## src/source/rv_slice_settings.svh

```systemverilog
`ifndef RV_SLICE_SETTINGS_SVH
`define RV_SLICE_SETTINGS_SVH

// Datapath and register file geometry.
`define RV_XLEN      32
`define RV_REG_AW    5
`define RV_NUM_REGS  32

// Major opcodes in bits [6:0] of the instruction word.
`define OPC_OP       7'b0110011
`define OPC_OP_IMM   7'b0010011
`define OPC_LUI      7'b0110111
`define OPC_AUIPC    7'b0010111
`define OPC_JAL      7'b1101111
`define OPC_JALR     7'b1100111

// Link offset written by JAL and JALR.
`define RV_LINK_OFS  4

`endif

```

## src/source/rv_pkg.sv

```systemverilog
package rv_pkg;

  // Unit that produces the write-back value.
  typedef enum logic [1:0] {
    EX_ALU  = 2'd0,
    EX_FWD  = 2'd1,  // Immediate passed through.
    EX_JUMP = 2'd2,
    EX_ERR  = 2'd3
  } ex_unit_t;

  typedef enum logic [3:0] {
    ALU_NOP  = 4'd0,
    ALU_ADD  = 4'd1,
    ALU_SUB  = 4'd2,
    ALU_SLL  = 4'd3,
    ALU_SLT  = 4'd4,
    ALU_SLTU = 4'd5,
    ALU_XOR  = 4'd6,
    ALU_SRL  = 4'd7,
    ALU_SRA  = 4'd8,
    ALU_OR   = 4'd9,
    ALU_AND  = 4'd10
  } alu_op_t;

  typedef struct packed {
    logic [6:0] funct7;
    logic [4:0] rs2;
    logic [4:0] rs1;
    logic [2:0] funct3;
    logic [4:0] rd;
    logic [6:0] opcode;
  } r_fmt_t;

  typedef struct packed {
    logic [11:0] imm12;
    logic [4:0]  rs1;
    logic [2:0]  funct3;
    logic [4:0]  rd;
    logic [6:0]  opcode;
  } i_fmt_t;

  // One instruction word seen in either format.
  typedef union packed {
    r_fmt_t r;
    i_fmt_t i;
  } inst_word_t;

endpackage

```

## src/source/alu.sv

```systemverilog
`timescale 1ns/1ns
`include "rv_slice_settings.svh"

module alu (
  input  rv_pkg::alu_op_t     op,
  input  [`RV_XLEN-1:0]       a,
  input  [`RV_XLEN-1:0]       b,
  output logic [`RV_XLEN-1:0] result
);
  import rv_pkg::*;

  localparam int SHW = $clog2(`RV_XLEN);

  logic [SHW-1:0] shamt;
  logic           lt_signed;
  logic           lt_unsigned;

  assign shamt       = b[SHW-1:0];  // Upper bits of b are ignored.
  assign lt_signed   = $signed(a) < $signed(b);
  assign lt_unsigned = a < b;

  always_comb
  begin
    case (op)
      ALU_ADD:
        result = a + b;
      ALU_SUB:
        result = a - b;
      ALU_SLL:
        result = a << shamt;
      ALU_SLT:
        result = {{(`RV_XLEN-1){1'b0}}, lt_signed};
      ALU_SLTU:
        result = {{(`RV_XLEN-1){1'b0}}, lt_unsigned};
      ALU_XOR:
        result = a ^ b;
      ALU_SRL:
        result = a >> shamt;
      ALU_SRA:
        result = $signed(a) >>> shamt;  // Sign bit fills.
      ALU_OR:
        result = a | b;
      ALU_AND:
        result = a & b;
      default:
        result = '0;
    endcase
  end

endmodule

```

## src/source/exec_unit.sv

```systemverilog
`timescale 1ns/1ns
`include "rv_slice_settings.svh"

module exec_unit (
  input                         clk,
  input                         rst,
  input                         inst_valid,
  input        [`RV_XLEN-1:0]   pc,
  input  rv_pkg::ex_unit_t      ex_unit,
  input  rv_pkg::alu_op_t       alu_op,
  input        [`RV_XLEN-1:0]   imm,
  input                         imm_en,
  input                         pc_en,
  input                         rd_en,
  input        [`RV_REG_AW-1:0] rd,
  input        [`RV_XLEN-1:0]   rs1_data,
  input        [`RV_XLEN-1:0]   rs2_data,
  output logic                  we,
  output logic [`RV_REG_AW-1:0] waddr,
  output logic [`RV_XLEN-1:0]   wdata,
  output logic                  wb_valid,
  output logic [`RV_REG_AW-1:0] wb_rd,
  output logic [`RV_XLEN-1:0]   wb_data,
  output logic                  jump_valid,
  output logic [`RV_XLEN-1:0]   jump_target,
  output logic                  illegal
);
  import rv_pkg::*;

  logic [`RV_XLEN-1:0] op_a;
  logic [`RV_XLEN-1:0] op_b;
  logic [`RV_XLEN-1:0] alu_result;
  logic [`RV_XLEN-1:0] link;
  logic [`RV_XLEN-1:0] target_sum;
  logic [`RV_XLEN-1:0] target;

  assign op_a = pc_en ? pc : rs1_data;
  assign op_b = imm_en ? imm : rs2_data;

  alu alu_i (
    .op     (alu_op),
    .a      (op_a),
    .b      (op_b),
    .result (alu_result)
  );

  assign link       = pc + `RV_XLEN'(`RV_LINK_OFS);
  assign target_sum = op_a + imm;
  // JALR drops bit 0 of its sum; JAL keeps the pc relative sum.
  assign target     = pc_en ? target_sum : {target_sum[`RV_XLEN-1:1], 1'b0};

  always_comb
  begin
    case (ex_unit)
      EX_ALU:  wdata = alu_result;
      EX_FWD:  wdata = imm;
      EX_JUMP: wdata = link;
      default: wdata = '0;
    endcase
  end

  assign we    = inst_valid && rd_en && (ex_unit != EX_ERR);
  assign waddr = rd;

  always_ff @(posedge clk)
  begin
    if (rst)
    begin
      wb_valid   <= 1'b0;
      jump_valid <= 1'b0;
      illegal    <= 1'b0;
    end
    else
    begin
      wb_valid   <= we && (waddr != '0);  // x0 writes are silent.
      jump_valid <= inst_valid && (ex_unit == EX_JUMP);
      illegal    <= inst_valid && (ex_unit == EX_ERR);
    end
  end

  always_ff @(posedge clk)
  begin
    wb_rd       <= waddr;
    wb_data     <= wdata;
    jump_target <= target;
  end

endmodule

```

## src/source/inst_decoder.sv

```systemverilog
`timescale 1ns/1ns
`include "rv_slice_settings.svh"

module inst_decoder (
  input  rv_pkg::inst_word_t      inst,
  output rv_pkg::ex_unit_t        ex_unit,
  output rv_pkg::alu_op_t         alu_op,
  output logic [`RV_XLEN-1:0]     imm,
  output logic                    imm_en,
  output logic                    pc_en,
  output logic [`RV_REG_AW-1:0]   rs1_addr,
  output logic [`RV_REG_AW-1:0]   rs2_addr,
  output logic                    rd_en,
  output logic [`RV_REG_AW-1:0]   rd
);
  import rv_pkg::*;

  // Merged {funct7, funct3} codes of the R-type operations.
  localparam logic [9:0] F73_ADD  = 10'b0000000_000;
  localparam logic [9:0] F73_SUB  = 10'b0100000_000;
  localparam logic [9:0] F73_SLL  = 10'b0000000_001;
  localparam logic [9:0] F73_SLT  = 10'b0000000_010;
  localparam logic [9:0] F73_SLTU = 10'b0000000_011;
  localparam logic [9:0] F73_XOR  = 10'b0000000_100;
  localparam logic [9:0] F73_SRL  = 10'b0000000_101;
  localparam logic [9:0] F73_SRA  = 10'b0100000_101;
  localparam logic [9:0] F73_OR   = 10'b0000000_110;
  localparam logic [9:0] F73_AND  = 10'b0000000_111;

  localparam logic [2:0] F3_ADD  = 3'b000;
  localparam logic [2:0] F3_SLL  = 3'b001;
  localparam logic [2:0] F3_SLT  = 3'b010;
  localparam logic [2:0] F3_SLTU = 3'b011;
  localparam logic [2:0] F3_XOR  = 3'b100;
  localparam logic [2:0] F3_SR   = 3'b101;
  localparam logic [2:0] F3_OR   = 3'b110;
  localparam logic [2:0] F3_AND  = 3'b111;

  localparam logic [6:0] F7_BASE = 7'b0000000;
  localparam logic [6:0] F7_ALT  = 7'b0100000;

  always_comb
  begin
    ex_unit  = EX_ERR;
    alu_op   = ALU_NOP;
    imm      = '0;
    imm_en   = 1'b0;
    pc_en    = 1'b0;
    rs1_addr = '0;
    rs2_addr = '0;
    rd_en    = 1'b0;
    rd       = '0;
    case (inst.r.opcode)
      `OPC_OP:
      begin
        case ({inst.r.funct7, inst.r.funct3})
          F73_ADD:  alu_op = ALU_ADD;
          F73_SUB:  alu_op = ALU_SUB;
          F73_SLL:  alu_op = ALU_SLL;
          F73_SLT:  alu_op = ALU_SLT;
          F73_SLTU: alu_op = ALU_SLTU;
          F73_XOR:  alu_op = ALU_XOR;
          F73_SRL:  alu_op = ALU_SRL;
          F73_SRA:  alu_op = ALU_SRA;
          F73_OR:   alu_op = ALU_OR;
          F73_AND:  alu_op = ALU_AND;
          default:  alu_op = ALU_NOP;
        endcase
        if (alu_op != ALU_NOP)
        begin
          ex_unit  = EX_ALU;
          rs1_addr = inst.r.rs1;
          rs2_addr = inst.r.rs2;
          rd_en    = 1'b1;
          rd       = inst.r.rd;
        end
      end
      `OPC_OP_IMM:
      begin
        imm = {{(`RV_XLEN-12){inst.i.imm12[11]}}, inst.i.imm12};
        case (inst.i.funct3)
          F3_ADD:  alu_op = ALU_ADD;
          F3_SLT:  alu_op = ALU_SLT;
          F3_SLTU: alu_op = ALU_SLTU;
          F3_XOR:  alu_op = ALU_XOR;
          F3_OR:   alu_op = ALU_OR;
          F3_AND:  alu_op = ALU_AND;
          F3_SLL:
          begin
            if (inst.r.funct7 == F7_BASE)
              alu_op = ALU_SLL;
            imm = {{(`RV_XLEN-5){1'b0}}, inst.r.rs2};  // Shamt sits in the rs2 field.
          end
          F3_SR:
          begin
            if (inst.r.funct7 == F7_BASE)
              alu_op = ALU_SRL;
            else if (inst.r.funct7 == F7_ALT)
              alu_op = ALU_SRA;  // Bit 30 picks arithmetic.
            imm = {{(`RV_XLEN-5){1'b0}}, inst.r.rs2};
          end
          default: alu_op = ALU_NOP;
        endcase
        if (alu_op != ALU_NOP)
        begin
          ex_unit  = EX_ALU;
          imm_en   = 1'b1;
          rs1_addr = inst.i.rs1;
          rd_en    = 1'b1;
          rd       = inst.i.rd;
        end
        else
          imm = '0;
      end
      `OPC_LUI:
      begin
        ex_unit = EX_FWD;
        imm     = {inst[31:12], 12'b0};
        imm_en  = 1'b1;
        rd_en   = 1'b1;
        rd      = inst.r.rd;
      end
      `OPC_AUIPC:
      begin
        ex_unit = EX_ALU;
        alu_op  = ALU_ADD;
        imm     = {inst[31:12], 12'b0};
        imm_en  = 1'b1;
        pc_en   = 1'b1;
        rd_en   = 1'b1;
        rd      = inst.r.rd;
      end
      `OPC_JAL:
      begin
        ex_unit = EX_JUMP;
        imm     = {{(`RV_XLEN-21){inst[31]}}, inst[31], inst[19:12], inst[20],
                   inst[30:21], 1'b0};
        imm_en  = 1'b1;
        pc_en   = 1'b1;  // Target is pc relative.
        rd_en   = 1'b1;
        rd      = inst.r.rd;
      end
      `OPC_JALR:
      begin
        if (inst.i.funct3 == F3_ADD)
        begin
          ex_unit  = EX_JUMP;
          imm      = {{(`RV_XLEN-12){inst.i.imm12[11]}}, inst.i.imm12};
          imm_en   = 1'b1;
          rs1_addr = inst.i.rs1;
          rd_en    = 1'b1;
          rd       = inst.i.rd;
        end
      end
      default: ex_unit = EX_ERR;
    endcase
  end

endmodule

```

## src/source/reg_file.sv

```systemverilog
`timescale 1ns/1ns
`include "rv_slice_settings.svh"

module reg_file (
  input                         clk,
  input                         rst,
  input        [`RV_REG_AW-1:0] rs1_addr,
  input        [`RV_REG_AW-1:0] rs2_addr,
  input                         we,
  input        [`RV_REG_AW-1:0] waddr,
  input        [`RV_XLEN-1:0]   wdata,
  output logic [`RV_XLEN-1:0]   rs1_data,
  output logic [`RV_XLEN-1:0]   rs2_data
);

  // x0 has no storage.
  logic [`RV_XLEN-1:0] regs [1:`RV_NUM_REGS-1];

  always_ff @(posedge clk)
  begin
    if (rst)
    begin
      for (int i = 1; i < `RV_NUM_REGS; i++)
        regs[i] <= '0;
    end
    else if (we && (waddr != '0))
    begin
      regs[waddr] <= wdata;
    end
  end

  // Reads see the value written at the previous edge.
  assign rs1_data = (rs1_addr == '0) ? '0 : regs[rs1_addr];
  assign rs2_data = (rs2_addr == '0) ? '0 : regs[rs2_addr];

endmodule

```

## src/source/rv_exec_slice.sv

```systemverilog
`timescale 1ns/1ns
`include "rv_slice_settings.svh"

module rv_exec_slice (
  input                         clk,
  input                         rst,
  input                         inst_valid,
  input        [`RV_XLEN-1:0]   inst,
  input        [`RV_XLEN-1:0]   pc,
  output logic                  wb_valid,
  output logic [`RV_REG_AW-1:0] wb_rd,
  output logic [`RV_XLEN-1:0]   wb_data,
  output logic                  jump_valid,
  output logic [`RV_XLEN-1:0]   jump_target,
  output logic                  illegal
);
  import rv_pkg::*;

  ex_unit_t              ex_unit;
  alu_op_t               alu_op;
  logic [`RV_XLEN-1:0]   imm;
  logic                  imm_en;
  logic                  pc_en;
  logic [`RV_REG_AW-1:0] rs1_addr;
  logic [`RV_REG_AW-1:0] rs2_addr;
  logic                  rd_en;
  logic [`RV_REG_AW-1:0] rd;
  logic [`RV_XLEN-1:0]   rs1_data;
  logic [`RV_XLEN-1:0]   rs2_data;
  logic                  we;
  logic [`RV_REG_AW-1:0] waddr;
  logic [`RV_XLEN-1:0]   wdata;

  inst_decoder decoder_i (
    .inst     (inst),
    .ex_unit  (ex_unit),
    .alu_op   (alu_op),
    .imm      (imm),
    .imm_en   (imm_en),
    .pc_en    (pc_en),
    .rs1_addr (rs1_addr),
    .rs2_addr (rs2_addr),
    .rd_en    (rd_en),
    .rd       (rd)
  );

  reg_file reg_file_i (
    .clk      (clk),
    .rst      (rst),
    .rs1_addr (rs1_addr),
    .rs2_addr (rs2_addr),
    .we       (we),
    .waddr    (waddr),
    .wdata    (wdata),
    .rs1_data (rs1_data),
    .rs2_data (rs2_data)
  );

  exec_unit exec_unit_i (
    .clk         (clk),
    .rst         (rst),
    .inst_valid  (inst_valid),
    .pc          (pc),
    .ex_unit     (ex_unit),
    .alu_op      (alu_op),
    .imm         (imm),
    .imm_en      (imm_en),
    .pc_en       (pc_en),
    .rd_en       (rd_en),
    .rd          (rd),
    .rs1_data    (rs1_data),
    .rs2_data    (rs2_data),
    .we          (we),
    .waddr       (waddr),
    .wdata       (wdata),
    .wb_valid    (wb_valid),
    .wb_rd       (wb_rd),
    .wb_data     (wb_data),
    .jump_valid  (jump_valid),
    .jump_target (jump_target),
    .illegal     (illegal)
  );

endmodule

```

## config.mk

```make
export PLATFORM = sky130hd
export DESIGN_NAME = rv_exec_slice
export DESIGN_NICKNAME = d
export VERILOG_FILES = /design/src/source/rv_pkg.sv /design/src/source/alu.sv /design/src/source/exec_unit.sv /design/src/source/inst_decoder.sv /design/src/source/reg_file.sv /design/src/source/rv_exec_slice.sv
export VERILOG_INCLUDE_DIRS = /design/src /design/src/source
export SDC_FILE = /design/constraint.sdc
export NUM_CORES = 2
export LEC_CHECK = 0
export BUFFER_PORTS_ARGS = -buffer_cell sky130_fd_sc_hd__buf_4
export CAP_MARGIN = 15
export CORE_AREA = 5 5 356 446
export CTS_BUF_LIST = sky130_fd_sc_hd__clkbuf_8
export DETAILED_ROUTE_END_ITERATION = 10
export DIE_AREA = 0 0 361 451
export MAX_ROUTING_LAYER = met4
export PLACE_DENSITY = 0.65
export SYNTH_ARGS = -nofsm -noshare
export SYNTH_HDL_FRONTEND = slang
export SYNTH_SLANG_ARGS = --single-unit
```

## constraint.sdc

```tcl
create_clock -name clk -period 13.2 [get_ports clk]
set_input_delay 2.64 -clock clk [delete_from_list [all_inputs] [get_ports clk]]
set_output_delay 2.64 -clock clk [all_outputs]
set_load 0.01 [all_outputs]
```

Word-level counts from Yosys, hierarchy flattened
Memories as Yosys holds them, arrays and structs flattened.
Cells that the tools add are included.
- add/subtract/negate cells: 4
- magnitude comparators: 2
- equality and inequality tests: 37
- shift operators: 3
- multiplexer cells: 46
- bitwise operators: 3
- reductions and logical operators: 19
- operators with widths (operator ; number):
    32-bit case mux with 10 select lines ; 1
    32-bit two-way mux ; 8
    32-bit case mux with 4 select lines ; 1
    32-bit case mux with 3 select lines ; 1
    32-bit adder ; 2
    32-bit < comparator ; 2
    5-bit two-way mux ; 9
    10-bit by 3-bit equality test with 1-bit output, second input constant ; 4
    4-bit case mux with 10 select lines ; 1
    32-bit by 3-bit adder with 32-bit output, second input constant ; 1
    32-bit bitwise AND ; 1
    32-bit bitwise OR ; 1
    4-bit case mux with 8 select lines ; 1
    32-bit OR reduction ; 1
    32-bit by 5-bit left shift with 32-bit output ; 1
    32-bit by 5-bit right shift with 32-bit output ; 1
    32-bit by 5-bit >>> shifter with 32-bit output ; 1
    32-bit subtractor ; 1
    32-bit XOR ; 1
    7-bit by 6-bit equality test with 1-bit output, second input constant ; 3
    10-bit by 2-bit equality test with 1-bit output, second input constant ; 2
    10-bit by 9-bit equality test with 1-bit output, second input constant ; 2
    5-bit case mux with 4 select lines ; 1
    4-bit by 3-bit equality test with 1-bit output, second input constant ; 4
    30 further kinds ; 63
- bits in registers: 72
- memory bits (writable): 992
- input bits: 67
- output and inout port bits: 72
- word-level logic and storage cells: 122
- memories: 1
- memory list (memory ; words ; width ; read ports ; clocked after Yosys merged registers in ; wr ports ; line ; RTL):
    reg_file_i.regs ; 31 ; 32 ; 2 ; 0 ; 31 ; reg_file.sv:17 ; logic [`RV_XLEN-1:0] regs [1:`RV_NUM_REGS-1];

Logic depth before layout (Yosys ltp)
- word-level depth: 16
- depth in mapped cells: 32

By module
A second synthesis with hierarchy kept.
- cells, all modules: 5739
- area total of the unflattened synthesis: 69459.1 µm²
- modules (own cells, without submodules) (module ; times used ; cells each ; area each (µm²)):
    reg_file ; 1 ; 3690 ; 54703.7
    alu ; 1 ; 1300 ; 8568.2
    exec_unit ; 1 ; 613 ; 5322.6
    inst_decoder ; 1 ; 136 ; 864.6

Worst setup path after synthesis
Ideal clock, no wire load.
- kind: input-to-reg
- from: input inst[12]
- to: memory reg_file_i.regs[10][28] (netlist name), data pin
- library setup time: 0.265 ns
- arrival: 9.338 ns
- required time: 12.935 ns
- setup slack: 3.597 ns
- cell stages on the path: 31
- path buffers: 8
- path through: buf_2 > xor2_1 > o21a_1 > buf_2 > clkbuf_1 > nor2_1 > clkbuf_1 > buf_1 > buf_1 > mux2i_1 > o22ai_1 > a211oi_1 > o21bai_1 > a31o_2 > ha_1 > clkbuf_1 > nor2b_1 > o21ai_0 > a21oi_1 > a311oi_1 > o21bai_1 > o311ai_0 > o31ai_1 > a221oi_1 > o21bai_1 > a211oi_1 > xnor2_1 > nor2_1 > nor4_4 > buf_2 > nor2_1
- RTL lines (element ; line ; RTL):
    start, declared ; rv_exec_slice.sv:8 ; input [`RV_XLEN-1:0] inst,
    end, declared ; reg_file.sv:17 ;

==> impl_metrics.env <==
export IMPL_final_core_util_pct=50.32
export IMPL_portBuffers=138
export IMPL_synth_edf_count=1024
export IMPL_status="finished clean"
export IMPL_worstMarginPinSlew_ns=1.361
export IMPL_grt_max_degree=138
export IMPL_dr_first_iter_drc_count=13435
export IMPL_clk_pin_slew_ns=0.07
export IMPL_crit_top_cell="buf_4"
export IMPL_clock_sinks=1096
export IMPL_hold_buffers=0
export IMPL_grt_use_total_pct=51.28
export IMPL_gp_congestion=1.098
export IMPL_htreeDepth=4
export IMPL_cp_start_kind="input pin"
export IMPL_dp_hpwl_um=288700
export IMPL_detail_route_wl_per_cell_um=43.56
export IMPL_drc_errors=0
export IMPL_synth_distinct_cells=109
export IMPL_synthFlopType="edfxtp_1"
export IMPL_syn_area_mm2=0.06887
export IMPL_synthCells=7417
export IMPL_stdcell_count=9695
export IMPL_rsz0062_at_grt="no"
export IMPL_die_h_um=451
export IMPL_numCtsBuffers=178
export IMPL_wl_um=422400
export IMPL_die_w_um=361
export IMPL_powerDensity_mw_per_mm2=99.25
export IMPL_worstPathArrival_ns=13.29
export IMPL_finClkSkew_ns=0.07449
export IMPL_via_per_inst=7.278
export IMPL_end_kind="register"
export IMPL_drt_pass1_iter_count=8
export IMPL_max_stage_delay_ns=1.01
export IMPL_grt_pass1_vias=65944
export IMPL_setup_viol=0
export IMPL_dp_cells=9320
export IMPL_p_leak_uw=0.02708
export IMPL_synth_area_per_cell_um2=9.285
export IMPL_antenna_found_initial=33
export IMPL_worstRegToRegCells=24
export IMPL_min_path_type="register to register"
export IMPL_hold_viol=0
export IMPL_setup_tns_ns=0
export IMPL_whs_path_depth=7
export IMPL_max_vdd_ir_drop_mv=0.1189
export IMPL_finalCritPeriodShare_pct=95.46
export IMPL_max_slew_margin_pct=8.925
export IMPL_layout_drive_gt1_share_pct=14.37
export IMPL_crit_required_ns=13.89
export IMPL_synthArstFlopShare_pct=0
export IMPL_dp_slack_ns=0.4335
export IMPL_nNetsFinal=7672
export IMPL_postCtsSetupBuffers=0
export IMPL_tritoncts="done"
export IMPL_ys_ff_latch=1096
export IMPL_die_area_mm2=0.1628
export IMPL_fin_ws_ns=0.5995
export IMPL_clk_latency_ns=1.02
export IMPL_hold_slack_ns=1.340
export IMPL_path_class="input pin to register"
export IMPL_critPathSlowestCell="a221oi_2"
export IMPL_io_pin_count=139
export IMPL_num_vias=70560
export IMPL_ctsResizeCount=0
export IMPL_yosysWarnings=0
export IMPL_root_buffer="clkbuf_8"
export IMPL_clockBufferDepth=3
export IMPL_seq_area_frac_synth_pct=46.74
export IMPL_grt_pass1_wl_um=562300
export IMPL_rows=161
export IMPL_crit_fanout=32
export IMPL_core_mm2=0.1535
export IMPL_maxSlewViolCount=0
export IMPL_fmax_mhz=79.36
export IMPL_overflow=0
export IMPL_finalCriticalPeriod_ns=12.60
export IMPL_start_util_pct=44.86
export IMPL_ant_nets=0
export IMPL_final_common_cell="nor2_1"
export IMPL_maxCapViolCount=0
export IMPL_area_delta_synth_final_pct=12.16
export IMPL_final_cell_mix="1258 x nor2_1, 1024 x edfxtp_1, 893 x nand2_1, 485 x buf_4, 366 x mux2i_1"
## power breakdown
group	total (uW)	internal (uW)	switching, uW	leakage [uW]
sequential	3970	3900	72.1	0.0112
combinational	615	162	453	0.0139
clock	3080	1510	1570	0.00199
## cells by family after synthesis
| family | share of synthesized area [%] |
|---|---|
| buf+inv | 5.151 |
| xor+xnor | 0.7758 |
| other cells | 0.005445 |
| compound gates | 19.34 |
| mux | 7.138 |
| simple gates | 18.38 |
| fa+ha+maj | 2.467 |
| flops | 46.74 |
## worst paths after layout
kind                            endpoint  slack (ns)               startpoint
max              reg_file_i.regs[30][29]        0.60                 inst[16]
min          exec_unit_i.jump_target[24]        1.34  reg_file_i.regs[16][24]
max reg2reg      reg_file_i.regs[30][29]        4.63   reg_file_i.regs[15][2]
min reg2reg  exec_unit_i.jump_target[24]        1.34  reg_file_i.regs[16][24]
## worst max-delay path: cells and delay by family
| family | cells | cell delay (ns) |
|---|---|---|
| AOI/OAI and AO/OA | 14 | 6.62 |
| and+or+nand+nor | 5 | 0.50 |
| buffers and inverters | 9 | 3.17 |
| adders and majority gates | 1 | 0.21 |
## flip-flops by register name, indices dropped and copies added, names as in the netlist
| name | cells |
|---|---|
| exec_unit_i.jump_valid | 1 |
| exec_unit_i.jump_target | 32 |
| exec_unit_i.wb_rd | 5 |
| reg_file_i.regs | 1024 |
| exec_unit_i.wb_valid | 1 |
| exec_unit_i.wb_data | 32 |
| exec_unit_i.illegal | 1 |
## per-layer routing
metal / track usage, % / vias up / share of wire, %
met3: 19.68 / 2204 / 15
met5: - / - / 0
met2: 73.77 / 6967 / 42
met1: 55.71 / 33869 / 32
li1: - / 27520 / -
met4: 43.32 / 0 / 12
## synth_stat cells, types with 20 or more instances
master	instances	area share [%]
a2111oi_0	21	0.27
a211o_1	29	0.37
a211oi_1	200	2.2
a21o_1	35	0.38
a21oi_1	243	1.8
a221oi_1	47	0.60
a22oi_1	46	0.50
a311oi_1	49	0.62
a31o_2	30	0.38
a31oi_1	162	1.5
a32oi_1	23	0.29
and2_1	32	0.29
and3_1	64	0.58
buf_1	57	0.31
buf_2	161	1.2
buf_4	20	0.22
clkbuf_1	425	2.3
dfxtp_1	72	2.1
edfxtp_1	1024	45
ha_1	131	2.4
inv_1	151	0.82
mux2_2	106	1.7
mux2i_1	366	5.3
nand2_1	901	4.9
nand2b_1	50	0.45
nand3_1	194	1.4
nand4_1	40	0.36
nor2_1	1272	6.9
nor2b_1	139	1.3
nor3_1	112	0.81
nor4_1	20	0.18
o2111ai_1	34	0.43
o211ai_1	120	1.3
o21a_1	26	0.28
o21ai_0	238	1.7
o21ai_1	39	0.28
o21bai_1	36	0.39
o221ai_1	75	0.95
o22a_1	21	0.27
o22ai_1	187	1.7
o31ai_1	25	0.27
or3_1	22	0.20
xnor2_1	36	0.46
xor2_1	25	0.32
## area by class of cell
class / instances / area (um2)
Antenna cell: 40 / 100.1
Clock buffer: 185 / 2546
Clock inverter: 142 / 950.9
Fill cell: 14435 / 76260
Inverter: 171 / 641.9
Multi-Input combinational cell: 5505 / 34010
Sequential cell: 1096 / 32190
Tap cell: 2037 / 2549
Timing Repair Buffer: 519 / 4257
## through the flow
step,area (um2),total power (uW)
6_report,77240,7666
3_5_place_dp,73550,4611
2_1_floorplan,68980,4302
5_1_grt,77230,7802
4_1_cts,77050,7596
3_3_place_gp,73530,4607
Power figures use the tool's default switching activity.
